<file path="src/uart_macros.svh">
// Frame shape and bus map are fixed at build time; changing STOP_BITS or DATA_BITS needs a rebuild
`ifndef UART_MACROS_SVH
`define UART_MACROS_SVH

// Frame shape
`define DATA_BITS 8
`define STOP_BITS 2

// Baud timing, ticks per bit and the tick used for sampling
`define OVERSAMPLE 16
`define SAMPLE_POINT 8
`define DIV_WIDTH 16
`define DIV_RESET 7

// AXI4-Lite register map
`define ADDR_WIDTH 4
`define REG_TXDATA 'h0
`define REG_RXDATA 'h4
`define REG_STATUS 'h8
`define REG_DIVISOR 'hC

// STATUS bit positions
`define ST_TXBUSY 0
`define ST_RXVALID 1
`define ST_OVERRUN 2
`define ST_BREAK 3
`define ST_PARITY 4
`define ST_FRAMING 5

`endif

</file>
<file path="src/uartPkg.sv">
// Enums only; all widths and register offsets come from uart_macros.svh
`include "uart_macros.svh"

package uartPkg;

	// Receiver states, in the order a frame walks through them
	typedef enum logic [2:0] {
		Ready,
		StartBit,
		DataBits,
		ParityBit,
		StopBits,
		RxDone
	} rxState;

	// Transmitter states
	typedef enum logic [2:0] {
		TxIdle,
		TxStart,
		TxData,
		TxParity,
		TxStop
	} txState;

	// One machine per AXI channel pair
	typedef enum logic {
		BusIdle,
		BusResp
	} busState;

	// Register offsets used as opcodes for decoding
	typedef enum logic [`ADDR_WIDTH-1:0] {
		RegTxData = `REG_TXDATA,
		RegRxData = `REG_RXDATA,
		RegStatus = `REG_STATUS,
		RegDivisor = `REG_DIVISOR
	} regAddr;

endpackage

</file>
<file path="src/baudTickGen.sv">
// Tick period is Divisor+1 clocks; any change of Divisor restarts the count from zero
`include "uart_macros.svh"

module baudTickGen (
	input  logic                  Clk,
	input  logic                  Rst,
	input  logic [`DIV_WIDTH-1:0] Divisor,
	output logic                  Tick
);

	logic [`DIV_WIDTH-1:0] count;
	logic [`DIV_WIDTH-1:0] lastDivisor;

	always_ff @(posedge Clk or posedge Rst)
	begin
		if (Rst)
		begin
			count <= '0;
			lastDivisor <= `DIV_WIDTH'(`DIV_RESET);
			Tick <= 1'b0;
		end
		else
		begin
			lastDivisor <= Divisor;
			// New rate starts from a clean phase
			if (Divisor != lastDivisor)
			begin
				count <= '0;
				Tick <= 1'b0;
			end
			else if (count >= Divisor)
			begin
				count <= '0;
				Tick <= 1'b1;
			end
			else
			begin
				count <= count + 1'b1;
				Tick <= 1'b0;
			end
		end
	end

endmodule

</file>
<file path="src/uartRx.sv">
// Rxd must already be synchronous to Clk; frames are DATA_BITS MSB first, even parity, STOP_BITS stops
`include "uart_macros.svh"

module uartRx (
	input  logic                  Clk,
	input  logic                  Rst,
	input  logic                  Tick,
	input  logic                  Rxd,
	output logic                  Rts,
	output logic                  RxValid,
	output logic [`DATA_BITS-1:0] RxByte,
	output logic                  BreakErr,
	output logic                  ParityErr,
	output logic                  FramingErr
);

	localparam int TickW = $clog2(`OVERSAMPLE);
	localparam int BitW = $clog2(`DATA_BITS);
	localparam int StopW = (`STOP_BITS > 1) ? $clog2(`STOP_BITS) : 1;
	localparam logic [TickW-1:0] LastTick = TickW'(`OVERSAMPLE - 1);
	localparam logic [TickW-1:0] StartTick = TickW'(`SAMPLE_POINT - 1);
	localparam logic [BitW-1:0] LastBit = BitW'(`DATA_BITS - 1);
	localparam logic [StopW-1:0] LastStop = StopW'(`STOP_BITS - 1);

	uartPkg::rxState state;
	uartPkg::rxState nextState;
	logic [TickW-1:0] tickCnt;
	logic [BitW-1:0] bitCnt;
	logic [StopW-1:0] stopCnt;
	logic [`DATA_BITS-1:0] dataReg;
	logic parityReg;
	logic [`STOP_BITS-1:0] stopReg;
	logic sampleNow;
	logic stopBad;
	logic parityBad;
	logic frameOk;

	// Start bit is checked mid-bit, every later bit one full bit after the previous sample
	assign sampleNow = Tick && ((state == uartPkg::StartBit) ? (tickCnt == StartTick)
		: (tickCnt == LastTick));

	always_ff @(posedge Clk or posedge Rst)
	begin
		if (Rst)
			state <= uartPkg::Ready;
		else
			state <= nextState;
	end

	always_comb
	begin
		nextState = state;
		case (state)
			uartPkg::Ready:
				if (Tick && !Rxd)
					nextState = uartPkg::StartBit;
			uartPkg::StartBit:
				// A high line at the sample point was only a glitch
				if (sampleNow)
					nextState = Rxd ? uartPkg::Ready : uartPkg::DataBits;
			uartPkg::DataBits:
				if (sampleNow && bitCnt == LastBit)
					nextState = uartPkg::ParityBit;
			uartPkg::ParityBit:
				if (sampleNow)
					nextState = uartPkg::StopBits;
			uartPkg::StopBits:
				if (sampleNow && stopCnt == LastStop)
					nextState = uartPkg::RxDone;
			default:
				nextState = uartPkg::Ready;
		endcase
	end

	always_ff @(posedge Clk or posedge Rst)
	begin
		if (Rst)
		begin
			tickCnt <= '0;
			bitCnt <= '0;
			stopCnt <= '0;
		end
		else if (state == uartPkg::Ready || state == uartPkg::RxDone)
		begin
			tickCnt <= '0;
			bitCnt <= '0;
			stopCnt <= '0;
		end
		else if (Tick)
		begin
			if (sampleNow)
			begin
				tickCnt <= '0;
				if (state == uartPkg::DataBits)
					bitCnt <= bitCnt + 1'b1;
				if (state == uartPkg::StopBits)
					stopCnt <= stopCnt + 1'b1;
			end
			else
				tickCnt <= tickCnt + 1'b1;
		end
	end

	// Every bit of these is rewritten each frame before RxDone
	always_ff @(posedge Clk)
	begin
		if (sampleNow)
		begin
			case (state)
				uartPkg::DataBits:
					dataReg <= {dataReg[`DATA_BITS-2:0], Rxd};
				uartPkg::ParityBit:
					parityReg <= Rxd;
				uartPkg::StopBits:
					stopReg[stopCnt] <= Rxd;
				default:
					;
			endcase
		end
	end

	assign stopBad = ~&stopReg;
	assign parityBad = (^dataReg) != parityReg;
	assign frameOk = (state == uartPkg::RxDone) && !parityBad && !stopBad;

	assign ParityErr = (state == uartPkg::RxDone) && parityBad;
	assign FramingErr = (state == uartPkg::RxDone) && stopBad;
	// Break also counts as a framing error
	assign BreakErr = (state == uartPkg::RxDone) && (dataReg == '0) && stopBad;
	assign RxValid = frameOk;
	assign RxByte = frameOk ? dataReg : '0;
	assign Rts = (state == uartPkg::Ready);

	aValidClean: assert property (@(posedge Clk) disable iff (Rst)
		RxValid |-> !(BreakErr || ParityErr || FramingErr));
	aDoneRts: assert property (@(posedge Clk) disable iff (Rst)
		state == uartPkg::RxDone |=> Rts);
	aKnown: assert property (@(posedge Clk) disable iff (Rst)
		!$isunknown({Rts, RxValid, RxByte, BreakErr, ParityErr, FramingErr}));

endmodule

</file>
<file path="src/uartTx.sv">
// TxStart is honoured only while idle; the frame begins on the first tick after it
`include "uart_macros.svh"

module uartTx (
	input  logic                  Clk,
	input  logic                  Rst,
	input  logic                  Tick,
	input  logic                  TxStart,
	input  logic [`DATA_BITS-1:0] TxByte,
	output logic                  Txd,
	output logic                  TxBusy
);

	localparam int TickW = $clog2(`OVERSAMPLE);
	localparam int BitW = $clog2(`DATA_BITS);
	localparam int StopW = (`STOP_BITS > 1) ? $clog2(`STOP_BITS) : 1;
	localparam logic [TickW-1:0] LastTick = TickW'(`OVERSAMPLE - 1);
	localparam logic [BitW-1:0] LastBit = BitW'(`DATA_BITS - 1);
	localparam logic [StopW-1:0] LastStop = StopW'(`STOP_BITS - 1);

	uartPkg::txState state;
	logic pending;
	logic [TickW-1:0] tickCnt;
	logic [BitW-1:0] bitCnt;
	logic [StopW-1:0] stopCnt;
	logic [`DATA_BITS-1:0] shiftReg;
	logic parityBit;

	always_ff @(posedge Clk or posedge Rst)
	begin
		if (Rst)
		begin
			state <= uartPkg::TxIdle;
			pending <= 1'b0;
			tickCnt <= '0;
			bitCnt <= '0;
			stopCnt <= '0;
		end
		else if (state == uartPkg::TxIdle)
		begin
			tickCnt <= '0;
			bitCnt <= '0;
			stopCnt <= '0;
			if (TxStart)
				pending <= 1'b1;
			else if (pending && Tick)
			begin
				pending <= 1'b0;
				state <= uartPkg::TxStart;
			end
		end
		else if (Tick)
		begin
			if (tickCnt != LastTick)
				tickCnt <= tickCnt + 1'b1;
			else
			begin
				// Bit boundary
				tickCnt <= '0;
				case (state)
					uartPkg::TxStart:
						state <= uartPkg::TxData;
					uartPkg::TxData:
					begin
						bitCnt <= bitCnt + 1'b1;
						if (bitCnt == LastBit)
							state <= uartPkg::TxParity;
					end
					uartPkg::TxParity:
						state <= uartPkg::TxStop;
					default:
					begin
						stopCnt <= stopCnt + 1'b1;
						if (stopCnt == LastStop)
							state <= uartPkg::TxIdle;
					end
				endcase
			end
		end
	end

	always_ff @(posedge Clk)
	begin
		if (state == uartPkg::TxIdle && TxStart)
		begin
			shiftReg <= TxByte;
			parityBit <= ^TxByte;
		end
		else if (state == uartPkg::TxData && Tick && tickCnt == LastTick)
			shiftReg <= {shiftReg[`DATA_BITS-2:0], 1'b0};
	end

	always_comb
	begin
		case (state)
			uartPkg::TxStart:
				Txd = 1'b0;
			uartPkg::TxData:
				Txd = shiftReg[`DATA_BITS-1];
			uartPkg::TxParity:
				Txd = parityBit;
			default:
				Txd = 1'b1;
		endcase
	end

	assign TxBusy = pending || (state != uartPkg::TxIdle);

	aIdleHigh: assert property (@(posedge Clk) disable iff (Rst)
		state == uartPkg::TxIdle |-> Txd);

endmodule

</file>
<file path="src/uartAxiRegs.sv">
// Single outstanding transfer per channel; only WStrb lanes covering a register are honoured
`include "uart_macros.svh"

module uartAxiRegs (
	input  logic                   Clk,
	input  logic                   Rst,
	input  logic [`ADDR_WIDTH-1:0] AwAddr,
	input  logic                   AwValid,
	output logic                   AwReady,
	input  logic [31:0]            WData,
	input  logic [3:0]             WStrb,
	input  logic                   WValid,
	output logic                   WReady,
	output logic [1:0]             BResp,
	output logic                   BValid,
	input  logic                   BReady,
	input  logic [`ADDR_WIDTH-1:0] ArAddr,
	input  logic                   ArValid,
	output logic                   ArReady,
	output logic [31:0]            RData,
	output logic [1:0]             RResp,
	output logic                   RValid,
	input  logic                   RReady,
	input  logic                   TxBusy,
	output logic                   TxStart,
	output logic [`DATA_BITS-1:0]  TxByte,
	input  logic                   RxValid,
	input  logic [`DATA_BITS-1:0]  RxByte,
	input  logic                   BreakErr,
	input  logic                   ParityErr,
	input  logic                   FramingErr,
	output logic [`DIV_WIDTH-1:0]  Divisor
);

	localparam logic [1:0] RespOkay = 2'b00;
	localparam logic [1:0] RespSlvErr = 2'b10;

	uartPkg::busState wrState;
	uartPkg::busState rdState;
	uartPkg::regAddr wrAddr;
	uartPkg::regAddr rdAddr;
	logic wrAccept;
	logic rdAccept;
	logic wrErr;
	logic rdErr;
	logic [31:0] rdWord;
	logic clrStatus;
	logic rxClear;
	logic [`DATA_BITS-1:0] rxHold;
	logic rxFull;
	logic overrun;
	logic breakFlag;
	logic parityFlag;
	logic framingFlag;

	assign wrAddr = uartPkg::regAddr'(AwAddr);
	assign rdAddr = uartPkg::regAddr'(ArAddr);

	// Address and data are taken together
	assign wrAccept = AwValid && WValid && (wrState == uartPkg::BusIdle);
	assign AwReady = wrAccept;
	assign WReady = wrAccept;
	assign ArReady = (rdState == uartPkg::BusIdle);
	assign rdAccept = ArValid && ArReady;
	assign BValid = (wrState == uartPkg::BusResp);
	assign RValid = (rdState == uartPkg::BusResp);

	assign clrStatus = wrAccept && (wrAddr == uartPkg::RegStatus) && WStrb[0];
	assign rxClear = rdAccept && (rdAddr == uartPkg::RegRxData);

	always_comb
	begin
		case (wrAddr)
			// TxStart covers the cycle before the transmitter reports busy
			uartPkg::RegTxData:
				wrErr = TxBusy || TxStart;
			uartPkg::RegRxData, uartPkg::RegStatus, uartPkg::RegDivisor:
				wrErr = 1'b0;
			default:
				wrErr = 1'b1;
		endcase
	end

	always_comb
	begin
		rdWord = '0;
		rdErr = 1'b0;
		case (rdAddr)
			uartPkg::RegTxData:
				rdWord = '0;
			uartPkg::RegRxData:
				rdWord[`DATA_BITS-1:0] = rxHold;
			uartPkg::RegStatus:
			begin
				rdWord[`ST_TXBUSY] = TxBusy;
				rdWord[`ST_RXVALID] = rxFull;
				rdWord[`ST_OVERRUN] = overrun;
				rdWord[`ST_BREAK] = breakFlag;
				rdWord[`ST_PARITY] = parityFlag;
				rdWord[`ST_FRAMING] = framingFlag;
			end
			uartPkg::RegDivisor:
				rdWord[`DIV_WIDTH-1:0] = Divisor;
			default:
				rdErr = 1'b1;
		endcase
	end

	always_ff @(posedge Clk or posedge Rst)
	begin
		if (Rst)
		begin
			wrState <= uartPkg::BusIdle;
			rdState <= uartPkg::BusIdle;
			TxStart <= 1'b0;
			Divisor <= `DIV_WIDTH'(`DIV_RESET);
			rxHold <= '0;
			rxFull <= 1'b0;
			overrun <= 1'b0;
			breakFlag <= 1'b0;
			parityFlag <= 1'b0;
			framingFlag <= 1'b0;
		end
		else
		begin
			if (wrState == uartPkg::BusIdle)
				wrState <= wrAccept ? uartPkg::BusResp : uartPkg::BusIdle;
			else if (BReady)
				wrState <= uartPkg::BusIdle;
			if (rdState == uartPkg::BusIdle)
				rdState <= rdAccept ? uartPkg::BusResp : uartPkg::BusIdle;
			else if (RReady)
				rdState <= uartPkg::BusIdle;

			TxStart <= wrAccept && (wrAddr == uartPkg::RegTxData) && !wrErr && WStrb[0];
			if (wrAccept && wrAddr == uartPkg::RegDivisor)
				for (int b = 0; b < `DIV_WIDTH / 8; b++)
					if (WStrb[b])
						Divisor[b*8 +: 8] <= WData[b*8 +: 8];

			// Holding byte keeps the first arrival on overrun
			if (RxValid && rxFull && !rxClear)
				overrun <= 1'b1;
			else if (clrStatus && WData[`ST_OVERRUN])
				overrun <= 1'b0;
			if (RxValid && (!rxFull || rxClear))
			begin
				rxHold <= RxByte;
				rxFull <= 1'b1;
			end
			else if (rxClear)
				rxFull <= 1'b0;

			// Sticky flags, new errors win over a clear in the same cycle
			if (BreakErr)
				breakFlag <= 1'b1;
			else if (clrStatus && WData[`ST_BREAK])
				breakFlag <= 1'b0;
			if (ParityErr)
				parityFlag <= 1'b1;
			else if (clrStatus && WData[`ST_PARITY])
				parityFlag <= 1'b0;
			if (FramingErr)
				framingFlag <= 1'b1;
			else if (clrStatus && WData[`ST_FRAMING])
				framingFlag <= 1'b0;
		end
	end

	always_ff @(posedge Clk)
	begin
		if (wrAccept)
		begin
			BResp <= wrErr ? RespSlvErr : RespOkay;
			if (wrAddr == uartPkg::RegTxData && !wrErr)
				TxByte <= WData[`DATA_BITS-1:0];
		end
		if (rdAccept)
		begin
			RData <= rdWord;
			RResp <= rdErr ? RespSlvErr : RespOkay;
		end
	end

	aBHold: assert property (@(posedge Clk) disable iff (Rst)
		BValid && !BReady |=> BValid && $stable(BResp));
	aRHold: assert property (@(posedge Clk) disable iff (Rst)
		RValid && !RReady |=> RValid && $stable(RData) && $stable(RResp));

endmodule

</file>
<file path="src/uartTop.sv">
// Rxd is used without a synchronizer, so it must come from the Clk domain
`include "uart_macros.svh"

module uartTop (
	input  logic                   Clk,
	input  logic                   Rst,
	input  logic [`ADDR_WIDTH-1:0] AwAddr,
	input  logic                   AwValid,
	output logic                   AwReady,
	input  logic [31:0]            WData,
	input  logic [3:0]             WStrb,
	input  logic                   WValid,
	output logic                   WReady,
	output logic [1:0]             BResp,
	output logic                   BValid,
	input  logic                   BReady,
	input  logic [`ADDR_WIDTH-1:0] ArAddr,
	input  logic                   ArValid,
	output logic                   ArReady,
	output logic [31:0]            RData,
	output logic [1:0]             RResp,
	output logic                   RValid,
	input  logic                   RReady,
	input  logic                   Rxd,
	output logic                   Txd,
	output logic                   Rts
);

	logic tick;
	logic [`DIV_WIDTH-1:0] divisor;
	logic txStart;
	logic [`DATA_BITS-1:0] txByte;
	logic txBusy;
	logic rxValid;
	logic [`DATA_BITS-1:0] rxByte;
	logic breakErr;
	logic parityErr;
	logic framingErr;

	uartAxiRegs u_axiRegs (
		.Clk(Clk), .Rst(Rst),
		.AwAddr(AwAddr), .AwValid(AwValid), .AwReady(AwReady),
		.WData(WData), .WStrb(WStrb), .WValid(WValid), .WReady(WReady),
		.BResp(BResp), .BValid(BValid), .BReady(BReady),
		.ArAddr(ArAddr), .ArValid(ArValid), .ArReady(ArReady),
		.RData(RData), .RResp(RResp), .RValid(RValid), .RReady(RReady),
		.TxBusy(txBusy), .TxStart(txStart), .TxByte(txByte),
		.RxValid(rxValid), .RxByte(rxByte),
		.BreakErr(breakErr), .ParityErr(parityErr), .FramingErr(framingErr),
		.Divisor(divisor)
	);

	// One tick source paces both directions
	baudTickGen u_tickGen (
		.Clk(Clk), .Rst(Rst), .Divisor(divisor), .Tick(tick)
	);

	uartRx u_rx (
		.Clk(Clk), .Rst(Rst), .Tick(tick), .Rxd(Rxd), .Rts(Rts),
		.RxValid(rxValid), .RxByte(rxByte),
		.BreakErr(breakErr), .ParityErr(parityErr), .FramingErr(framingErr)
	);

	uartTx u_tx (
		.Clk(Clk), .Rst(Rst), .Tick(tick), .TxStart(txStart), .TxByte(txByte),
		.Txd(Txd), .TxBusy(txBusy)
	);

endmodule

</file>
<file path="config.mk">
export PLATFORM = sky130hd
export DESIGN_NAME = uartTop
export DESIGN_NICKNAME = d
export VERILOG_FILES = /design/src/uartPkg.sv /design/src/baudTickGen.sv /design/src/uartRx.sv /design/src/uartTx.sv /design/src/uartAxiRegs.sv /design/src/uartTop.sv
export VERILOG_INCLUDE_DIRS = /design/src /design/src/src
export SDC_FILE = /design/constraint.sdc
export NUM_CORES = 1
export LEC_CHECK = 0
export BUFFER_PORTS_ARGS = -buffer_cell sky130_fd_sc_hd__buf_2
export CORE_UTILIZATION = 30
export CTS_CLUSTER_SIZE = 20
export DETAILED_ROUTE_END_ITERATION = 8
export HOLD_SLACK_MARGIN = 0.15
export PLACE_DENSITY = 0.45
export SETUP_SLACK_MARGIN = 0.1
export SLEW_MARGIN = 10
export SYNTH_ARGS = -nofsm -noshare
export SYNTH_HDL_FRONTEND = slang
export SYNTH_SLANG_ARGS = --single-unit
export TNS_END_PERCENT = 10
</file>
<file path="constraint.sdc">
create_clock -name Clk -period 2.4 [get_ports Clk]
set_input_delay 0.24 -clock Clk [delete_from_list [all_inputs] [get_ports Clk]]
set_output_delay 0.24 -clock Clk [all_outputs]
set_load 0.02 [all_outputs]
</file>
=== Word level (Yosys, flattened, before mapping) ===
Index checks and enable logic that the tools add are counted.

* $add $sub $neg: 7
* Magnitude comparators: 3
* Eq/ne operators: 32
* Multiplexer cells: 72
* Bitwise gates (word level): 2
* Reduce and logical (&&, ||, !) cells: 82

{| class="wikitable"
|+ Operators by type and width
! operator !! count
|-
| $mux W3 || 20
|-
| $logic_and A1 B1 Y1 || 33
|-
| $mux W16 || 2
|-
| $mux W1 || 30
|-
| $reduce_bool A2 Y1 || 13
|-
| $eq A4 B4 Y1 const B || 6
|-
| $mux W4 || 6
|-
| $mux W8 || 3
|-
| $pmux W6 S3 || 1
|-
| $add A16 B1 Y16 const B || 1
|-
| $ge A16 B16 Y1 || 1
|-
| $ne A16 B16 Y1 || 1
|-
| $reduce_and A2 Y1 || 8
|-
| $reduce_xor A8 Y1 || 2
|-
| $pmux W3 S5 || 1
|-
| $ne A2 B1 Y1 const B || 7
|-
| $eq A3 B2 Y1 const B || 4
|-
| $eq A3 B3 Y1 const B || 4
|-
| $eq A4 B3 Y1 const B || 3
|-
| $reduce_and A3 Y1 || 4
|-
| $pmux W3 S3 || 1
|-
| $add A4 B1 Y4 const B || 2
|-
| $logic_not A4 Y1 || 2
|-
| $logic_not A8 Y1 || 1
|-
| 25 further kinds || 42
|}

* Register bits: 136
* Bits of input ports: 52
* Logic and storage cells: 231

=== Logic depth before layout (Yosys ltp) ===
Gate-level depths: netlist of run 1.

* Word-level depth: 8
* Mapped depth: 8

=== Cells and area by module ===
From an unflattened synthesis of run 1, not the netlist that was laid out.

* Cells, all modules: 597
* Area total of the unflattened synthesis: 6,815.3 um^2

{| class="wikitable"
|+ Modules (own cells, without submodules)
! module !! instances !! cells an instance !! area an instance (um^2) !! sequential area each (um^2)
|-
| uartAxiRegs || 1 || 198 || 2,583.7 || 1,585.3
|-
| baudTickGen || 1 || 169 || 1,756.7 || 829.5
|-
| uartRx || 1 || 128 || 1,295.0 || 605.6
|-
| uartTx || 1 || 102 || 1,179.9 || 570.5
|}

=== Least setup slack after synthesis of run 1 ===
Ideal clock, no wire load.

* Path type: reg2reg
* Start: register u_axiRegs.Divisor[13]
* End: register u_tickGen.count[7]
* Arrival time: 1.884 ns
* Path slack: 0.444 ns
* Cell stages (with the launch flop): 9
* Path buffers: 1
* Cells stage by stage: dfrtp_1 inv_1 ha_1 a21o_1 a21o_1 a2111oi_4 nand4_4 buf_6 nor2_1

* Longest elaborated chain between the ends: 3
* Elaborated cells between the ends (all ways): 4
* Classes of those cells: 1 x order compare; 1 x eq/ne; 2 x mux

{| class="wikitable"
|+ Ends and longest elaborated chain
! item !! RTL line !! text
|-
| start: declaration || uartAxiRegs.sv:32 || <nowiki>output logic [`DIV_WIDTH-1:0] Divisor</nowiki>
|-
| start signal: assignment || uartAxiRegs.sv:116 || <nowiki>Divisor <= `DIV_WIDTH'(`DIV_RESET);</nowiki>
|-
| start signal: indexed assignment || uartAxiRegs.sv:139 || <nowiki>Divisor[b*8 +: 8] <= WData[b*8 +: 8];</nowiki>
|-
| $ge A16 B16 Y1 || baudTickGen.sv:31 || <nowiki>else if (count >= Divisor)</nowiki>
|-
| $mux W16 || baudTickGen.sv:31 ||
|-
| $mux W16 * || baudTickGen.sv:26 || <nowiki>if (Divisor != lastDivisor)</nowiki>
|-
| end signal: assignment || baudTickGen.sv:38 || <nowiki>count <= count + 1'b1;</nowiki>
|-
| end: declaration || baudTickGen.sv:11 || <nowiki>logic [`DIV_WIDTH-1:0] count;</nowiki>
|}

Mark *: on every way between the ends. The rest lies on a longest branch, timed or not.
A chain may end at the register's enable or synchronous reset.

=== Worst setup path in the final report of run 1 ===
* Start: register u_axiRegs.Divisor[13]
* End: register u_tickGen.count[3]

Same word-level chain as after synthesis.

==> impl_metrics.env, run 1 <==
export IMPL_start_util_pct=30.6
export IMPL_cp_start_kind="flip-flop"
export IMPL_grt_max_degree=33
export IMPL_switching_share_pct=25.6
export IMPL_p_int_w=0.00448
export IMPL_peakVddDrop_v=0.000357
export IMPL_dp_slack_ns=0.216
export IMPL_syn_area_per_cell_um2=12.0
export IMPL_async_flop_share_pct=65.7
export IMPL_maxSlewViolCount=0
export IMPL_cts_buffer_depth=2
export IMPL_antenna_left=0
export IMPL_required_ns=2.73
export IMPL_cts_buffers=17
export IMPL_yosys_top_cells_area="dfrtp_1 32%, edfxtp_1 21%, mux2_2 6.8%"
export IMPL_boundaryPins=95
export IMPL_grt_pass1_vias=4200
export IMPL_routabilityCongestion=0.736
export IMPL_coreArea_mm2=0.0211
export IMPL_crit_arrival_ns=2.48
export IMPL_drive_gt1_share_pct=25.5
export IMPL_setup_violations_final=0
export IMPL_diodes=0
export IMPL_power_density_mw_per_mm2=761
export IMPL_dp_hpwl_um=10200
export IMPL_synth_top_cell_area_share_pct=31.8
export IMPL_maxCapViolCount=0
export IMPL_status="finished clean"
export IMPL_first_pass_iters=4
export IMPL_synth_top_area_cell="dfrtp_1"
export IMPL_dieArea_mm2=0.0221
export IMPL_area_growth_pct=22.4
export IMPL_worst_path_max_fanout=16
export IMPL_postCtsSetupBuffers=0
export IMPL_ys_top_cells_by_count="82 x dfrtp_1, 48 x nor2_1, 46 x edfxtp_1, 39 x mux2_2, 39 x nand2_1"
export IMPL_wl_per_cell_um=15.1
export IMPL_die_w_um=149
export IMPL_port_buffers=58
export IMPL_via_count=4142
export IMPL_hold_viol=0
export IMPL_power_frac_seq_pct=45.0
export IMPL_htree_levels=4
export IMPL_drtIter0Drc=145
export IMPL_synthFlopType="dfrtp_1"
export IMPL_path_class="reg -> reg"
export IMPL_pwr_share_clk_pct=42.6
export IMPL_cp_end_kind="flip-flop"
export IMPL_cts_tree="yes"
export IMPL_netlist_instances=536
export IMPL_fillCellCount=2067
export IMPL_grt_overflow_total=0
export IMPL_p_leak_nw=3.46
export IMPL_synthMostInstantiatedCell="dfrtp_1"
export IMPL_fmax_mhz=466
export IMPL_synth_seq_cells=134
export IMPL_via_per_inst=4.47
export IMPL_route_detailed_drc=0
export IMPL_hp_class="in -> reg"
export IMPL_rsz0062_at_grt="no"
export IMPL_clock_skew_ns=0.00660
export IMPL_grt_antenna_before_repair=1
export IMPL_yosysWarnings=0
export IMPL_period_share_pct=89.5
export IMPL_netSwitchingPower_w=0.00154
export IMPL_synth_area_mm2=0.00646
export IMPL_p_comb_share_pct=12.4
export IMPL_rows=53
export IMPL_maxSlewHeadroom_pct=47.0
export IMPL_die_h_um=149
export IMPL_insertion_delay_ns=0.41
export IMPL_min_period_ns=2.15
export IMPL_cts_root_buffer_cell="clkbuf_16"
export IMPL_tightestPinTransition_ns=0.793
export IMPL_drt_wl_total_um=14000
export IMPL_clkTransAtPathRegs_ns=0.06
export IMPL_ys_seq_area_share_pct=55.6
export IMPL_cts_sinks=134
export IMPL_synth_edf_count=46
export IMPL_fin_util_pct=37.5
export IMPL_grt_pass1_wl_um=22800
export IMPL_gr_usage_all_layers_pct=13.7
export IMPL_tns_ns=0
export IMPL_ys_types=62
export IMPL_setup_slack_ns=0.252
export IMPL_nets=718
[metal layers]
metal | vias up | part of all wire, % | global-route usage, %
met3 | 17 | 2.7 | 2.73
met5 | - | 0.057 | 0
met4 | 2 | 1.6 | 4.95
met1 | 2014 | 49 | 18.8
met2 | 54 | 46 | 21.2
li1 | 2055 | - | -
[area by class of cell]
cell class / instances / area, um2 / share of cell area (%)
multi-input cells: 355 / 2590 / 32.8
clock inverters: 9 / 100 / 1.27
well taps: 275 / 344 / 4.36
flip-flops and latches: 134 / 3590 / 45.5
repair buffers: 96 / 658 / 8.33
inverters: 35 / 135 / 1.71
clock buffers: 23 / 478 / 6.05
[power by group through the flow]
stage / sequential, W / combinational [W] / clock [W]
2_1_floorplan: 0.00271 / 0.000557 / 0
3_3_place_gp: 0.00274 / 0.000716 / 0
3_5_place_dp: 0.00275 / 0.000729 / 0
4_1_cts: 0.00271 / 0.000762 / 0.00262
5_1_grt: 0.00274 / 0.000835 / 0.00273
6_report: 0.00271 / 0.000747 / 0.00256
[cells in the final DEF (no fill, tap or decap), drive strengths merged, types with 5 or more instances in the layout]
master	n
nor3	9
nor2	49
xnor2	30
o21ai	5
and2	12
clkinv	6
a21o	5
a22o	5
buf	73
nand2	39
clkbuf	23
dlygate4sd3	23
mux2i	5
xor2	14
dfstp	6
conb	18
inv	35
dfrtp	82
ha	27
nand3	10
edfxtp	46
nand4	12
mux2	40
and3	6
a21oi	13
a22oi	5
[metrics by stage]
step	power (W)	cells	area [um2]	hold WS, ns
floorplan	0.00327	553	6520	0.325
global placement	0.00346	872	7090	0.405
detailed placement	0.00348	872	7090	0.406
CTS	0.00609	927	7900	0.153
global route	0.00630	927	7900	0.170
finish	0.00602	927	7900	0.175
[critical path, stage by stage (launching register included)]
cell	delay [ns]
dfrtp_1	0.42
inv_1	0.06
ha_1	0.31
a21o_1	0.16
a21o_1	0.20
a2111oi_4	0.44
nand4_4	0.29
nor2_1	0.19
[registers in the layout, indices dropped and copies added, names as in the netlist, 2 cells and up]
| signal | cells |
|---|---|
| u_axiRegs.Divisor | 16 |
| u_axiRegs.RData | 16 |
| u_axiRegs.TxByte | 8 |
| u_axiRegs.rxHold | 8 |
| u_rx.bitCnt | 3 |
| u_rx.dataReg | 8 |
| u_rx.state | 3 |
| u_rx.stopReg | 2 |
| u_rx.tickCnt | 4 |
| u_tickGen.count | 16 |
| u_tickGen.lastDivisor | 16 |
| u_tx.bitCnt | 3 |
| u_tx.shiftReg | 8 |
| u_tx.state | 3 |
| u_tx.tickCnt | 4 |
[worst paths after layout]
| path | startpoint | to | slack, ns | cells past startpoint |
|---|---|---|---|---|
| worst max-delay path | u_axiRegs.Divisor[13]$_DFFE_PP0P_ | u_tickGen.count[3]$_DFF_PP0_ | 0.25 | 7 |
| worst min-delay path | AwAddr[3] | u_axiRegs.BResp[1]$_DFFE_PP_ | 0.17 | 2 |
| worst max register to register | u_axiRegs.Divisor[13]$_DFFE_PP0P_ | u_tickGen.count[3]$_DFF_PP0_ | 0.25 | 7 |
| worst min register to register | u_axiRegs.Divisor[2]$_DFFE_PP1P_ | u_tickGen.lastDivisor[2]$_DFF_PP1_ | 0.41 | 0 |
| max in group asynchronous | Rst | u_tickGen.lastDivisor[1]$_DFF_PP1_ | 1.21 | 4 |
| min in group asynchronous | Rst | u_axiRegs.Divisor[6]$_DFFE_PP0P_ | 0.52 | 3 |
[cell families after synthesis]
kind of cell	count (synthesis)	synth area share, %
AO/OA/AOI/OAI	57	6.86
other	1	0.0581
flip-flops	134	55.6
XOR/XNOR	44	5.97
adder cells (fa/ha/maj)	27	5.23
multiplexers	45	7.75
buffers and inverters	64	5.23
AND/OR/NAND/NOR	164	13.3
[timing repair]
| action | in CTS | in global routing |
|---|---|---|
| hold buffers | 23 | 0 |
| hold endpoints to repair | 59 | 0 |
| gates resized for setup | 0 | 0 |
| setup endpoints to repair | 0 | 1 |
No activity file was read; power rests on OpenSTA's default activity.
==> run 2, diff against run 1 <==
Settings changed: GPL_TIMING_DRIVEN from default to 1, MAX_ROUTING_LAYER from default to met4, SYNTH_HIERARCHICAL from default to 1.
==> run 2 against run 1 <==
  * The flow now finishes with violations (design-rule violations)
  * Non-clock buffer count is 4 higher
  * Clock skew grew 0.0041 ns
  * Worst setup slack improved by 0.015 ns
  * Via count grew 11%
  * Clock-buffer cell count fell by 4
  * Critical path depth did not move
  * Core utilization decreased by 0.18 points
  * Sequential share of layout area is 1.7 points lower
  * Largest cell class unchanged
  * Largest power group unchanged
==> impl_metrics.env, run 2 <==
export IMPL_reg2reg_depth=7
export IMPL_period_share_pct=88.9
export IMPL_via_count=4589
export IMPL_critPathSlowestCell="xnor3_2"
export IMPL_nets=772
export IMPL_power_density_mw_per_mm2=752
export IMPL_cts_root_buffer_cell="clkbuf_16"
export IMPL_maxSlewHeadroom_pct=60.7
export IMPL_wl_met1_um=7680
export IMPL_p_leak_nw=3.59
export IMPL_maxCapViolCount=0
export IMPL_met3WireLength_um=559
export IMPL_synth_top_cell_area_share_pct=30.1
export IMPL_synthFlopType="dfrtp_1"
export IMPL_fmax_mhz=469
export IMPL_route_detailed_drc=3
export IMPL_cp_start_kind="flip-flop"
export IMPL_tightestPinTransition_ns=0.588
export IMPL_top_layer_used="met4"
export IMPL_synth_seq_cells=134
export IMPL_coreArea_mm2=0.0220
export IMPL_synthMostInstantiatedCell="dfrtp_1"
export IMPL_cpPeakStageDelay_ns=0.46
export IMPL_async_flop_share_pct=65.7
export IMPL_tns_ns=0
export IMPL_ys_seq_area_share_pct=52.7
export IMPL_hold_viol=0
export IMPL_antenna_left=0
export IMPL_yosysWarnings=6
export IMPL_rows=54
export IMPL_worstReg2RegEnd="u_axiRegs/rxFull$_DFFE_PP0P_"
export IMPL_routabilityCongestion=0.776
export IMPL_dp_hpwl_um=11300
export IMPL_violations="design-rule violations"
export IMPL_crit_end="u_axiRegs/rxFull$_DFFE_PP0P_"
export IMPL_drtIter0Drc=294
export IMPL_die_w_um=153
export IMPL_diodes=0
export IMPL_rr_startpoint="u_rx/dataReg[3]$_DFFE_PP_"
export IMPL_drt_wl_total_um=15400
export IMPL_synth_top_area_cell="dfrtp_1"
export IMPL_gr_usage_all_layers_pct=14.8
export IMPL_hp_class="in -> reg"
export IMPL_clkTransAtPathRegs_ns=0.06
export IMPL_worst_path_max_fanout=10
export IMPL_via_per_inst=4.65
export IMPL_first_pass_iters=8
export IMPL_netlist_instances=597
export IMPL_boundaryPins=95
export IMPL_dp_slack_ns=0.108
export IMPL_cts_sinks=134
export IMPL_dieArea_mm2=0.0233
export IMPL_start_util_pct=30.9
export IMPL_maxSlewViolCount=0
export IMPL_grt_pass1_vias=4768
export IMPL_grt_overflow_total=0
export IMPL_wl_met2_um=6980
export IMPL_min_period_ns=2.13
export IMPL_cts_buffer_depth=2
export IMPL_cts_tree="yes"
export IMPL_path_class="reg -> reg"
export IMPL_layout_common_cells="82 x dfrtp_1, 58 x buf_2, 48 x inv_1"
export IMPL_port_buffers=58
export IMPL_peakVddDrop_v=0.000422
export IMPL_cts_buffers=17
export IMPL_clock_skew_ns=0.0107
export IMPL_syn_area_per_cell_um2=11.4
export IMPL_area_growth_pct=20.5
export IMPL_die_h_um=153
export IMPL_postCtsSetupBuffers=0
export IMPL_ys_top_cells_by_count="82 x dfrtp_1, 48 x inv_1, 46 x edfxtp_1, 46 x nor2_1, 36 x nand2_1"
export IMPL_crit_arrival_ns=2.44
export IMPL_grt_antenna_before_repair=0
export IMPL_reg2reg_slack_ns=0.27
export IMPL_insertion_delay_ns=0.42
export IMPL_yosys_top_cells_area="dfrtp_1 30%, edfxtp_1 20%, ha_1 5.0%"
export IMPL_ys_types=68
export IMPL_required_ns=2.70
export IMPL_drive_gt1_share_pct=22.9
export IMPL_synth_edf_count=46
export IMPL_grt_max_degree=34
export IMPL_fillCellCount=2155
export IMPL_setup_violations_final=0
export IMPL_wl_per_cell_um=15.6
export IMPL_rsz0062_at_grt="no"
export IMPL_path_cells="inv_1 > ha_1 > xnor3_2 > xnor2_4 > nor2_2 > buf_4 > or2_2"
export IMPL_htree_levels=4
export IMPL_setup_slack_ns=0.266
export IMPL_layout_cells_most_common="dfrtp_1"
export IMPL_cp_end_kind="flip-flop"
export IMPL_synth_area_mm2=0.00682
export IMPL_grt_pass1_wl_um=26000
export IMPL_crit_path_start="u_rx/dataReg[3]$_DFFE_PP_"
export IMPL_status="finished with violations"
## run 2: cell count changes after synthesis, sizes merged, moves of 4 or more
cell / delta
nor3: +6
nand3: +8
mux2: -11
nand2b: +5
buf: +9
inv: +13
nand4: +4
a31oi: +6
nor2b: +6
o21ai: +11
a22o: -4
o22ai: +6
## run 2: layout make-up
type	count	area (um2)	share of cell area [%]
sequential	134	3590	43.7
multi-input combinational	392	2840	34.6
timing repair buffer	100	663	8.07
clock buffer	19	433	5.27
tap	280	350	4.27
inverter	48	180	2.19
clock inverter	13	158	1.92
## run 2: how the worst min path moves through the flow
stage / endpoint / startpoint / slack, ns / depth (start not counted)
5_1_grt: u_axiRegs/BResp[1]$_DFFE_PP_ / AwAddr[2] / 0.24 / 2
4_1_cts: u_axiRegs/BResp[1]$_DFFE_PP_ / AwAddr[3] / 0.21 / 2
6_report: u_axiRegs/BResp[1]$_DFFE_PP_ / AwAddr[3] / 0.23 / 2
2_1_floorplan: u_rx/bitCnt[0]$_DFFE_PP0P_ / Rst / 0.09 / 1
3_3_place_gp: u_rx/tickCnt[2]$_DFFE_PP0P_ / Rst / 0.35 / 2
3_5_place_dp: u_rx/state[0]$_DFFE_PP0P_ / Rst / 0.35 / 2
## run 2: through the flow
stage	util (%)	instances	hold WS, ns	instance area, um2	total power [W]
2_1_floorplan	-	614	0.0924	6880	0.00331
3_3_place_gp	33.5	931	0.355	7380	0.00357
3_5_place_dp	33.5	931	0.353	7380	0.00359
4_1_cts	37.3	986	0.213	8210	0.00626
5_1_grt	37.3	986	0.242	8210	0.00649
6_report	37.3	986	0.232	8210	0.00618
## run 2: repair_timing
item | CTS | global route
hold buffers | 23 | 0
endpoints found under the setup margin | 1 | 9
resized for setup | 1 | 3
hold endpoints to repair | 113 | 0
## run 2: where the power goes
part           switching, W  internal (W)
clock              0.000979       0.00163
sequential         0.000171       0.00252
combinational      0.000501      0.000376
## run 2: logic make-up after synthesis
kind of cell / after synthesis / synth area share [%]
buf+inv: 88 / 6.83
compound gates: 73 / 7.14
simple gates: 191 / 15.1
mux: 37 / 6.79
xor+xnor: 46 / 6.41
fa+ha+maj: 27 / 4.96
flops: 134 / 52.7
other cells: 1 / 0.0550
## run 2: per-layer routing
layer  GRT usage, %  vias up
li1               -     2244
met1           20.2     2232
met2           21.7      102
met3           2.87       11
met4           5.48        0
met5              -        -
## run 2: critical path: cells and delay by family, from the launching register on
kind,cells,cell delay (ns)
fa+ha+maj,1,0.28
simple gates,2,0.39
xor+xnor,2,0.77
buf+inv,2,0.23
flops,1,0.35
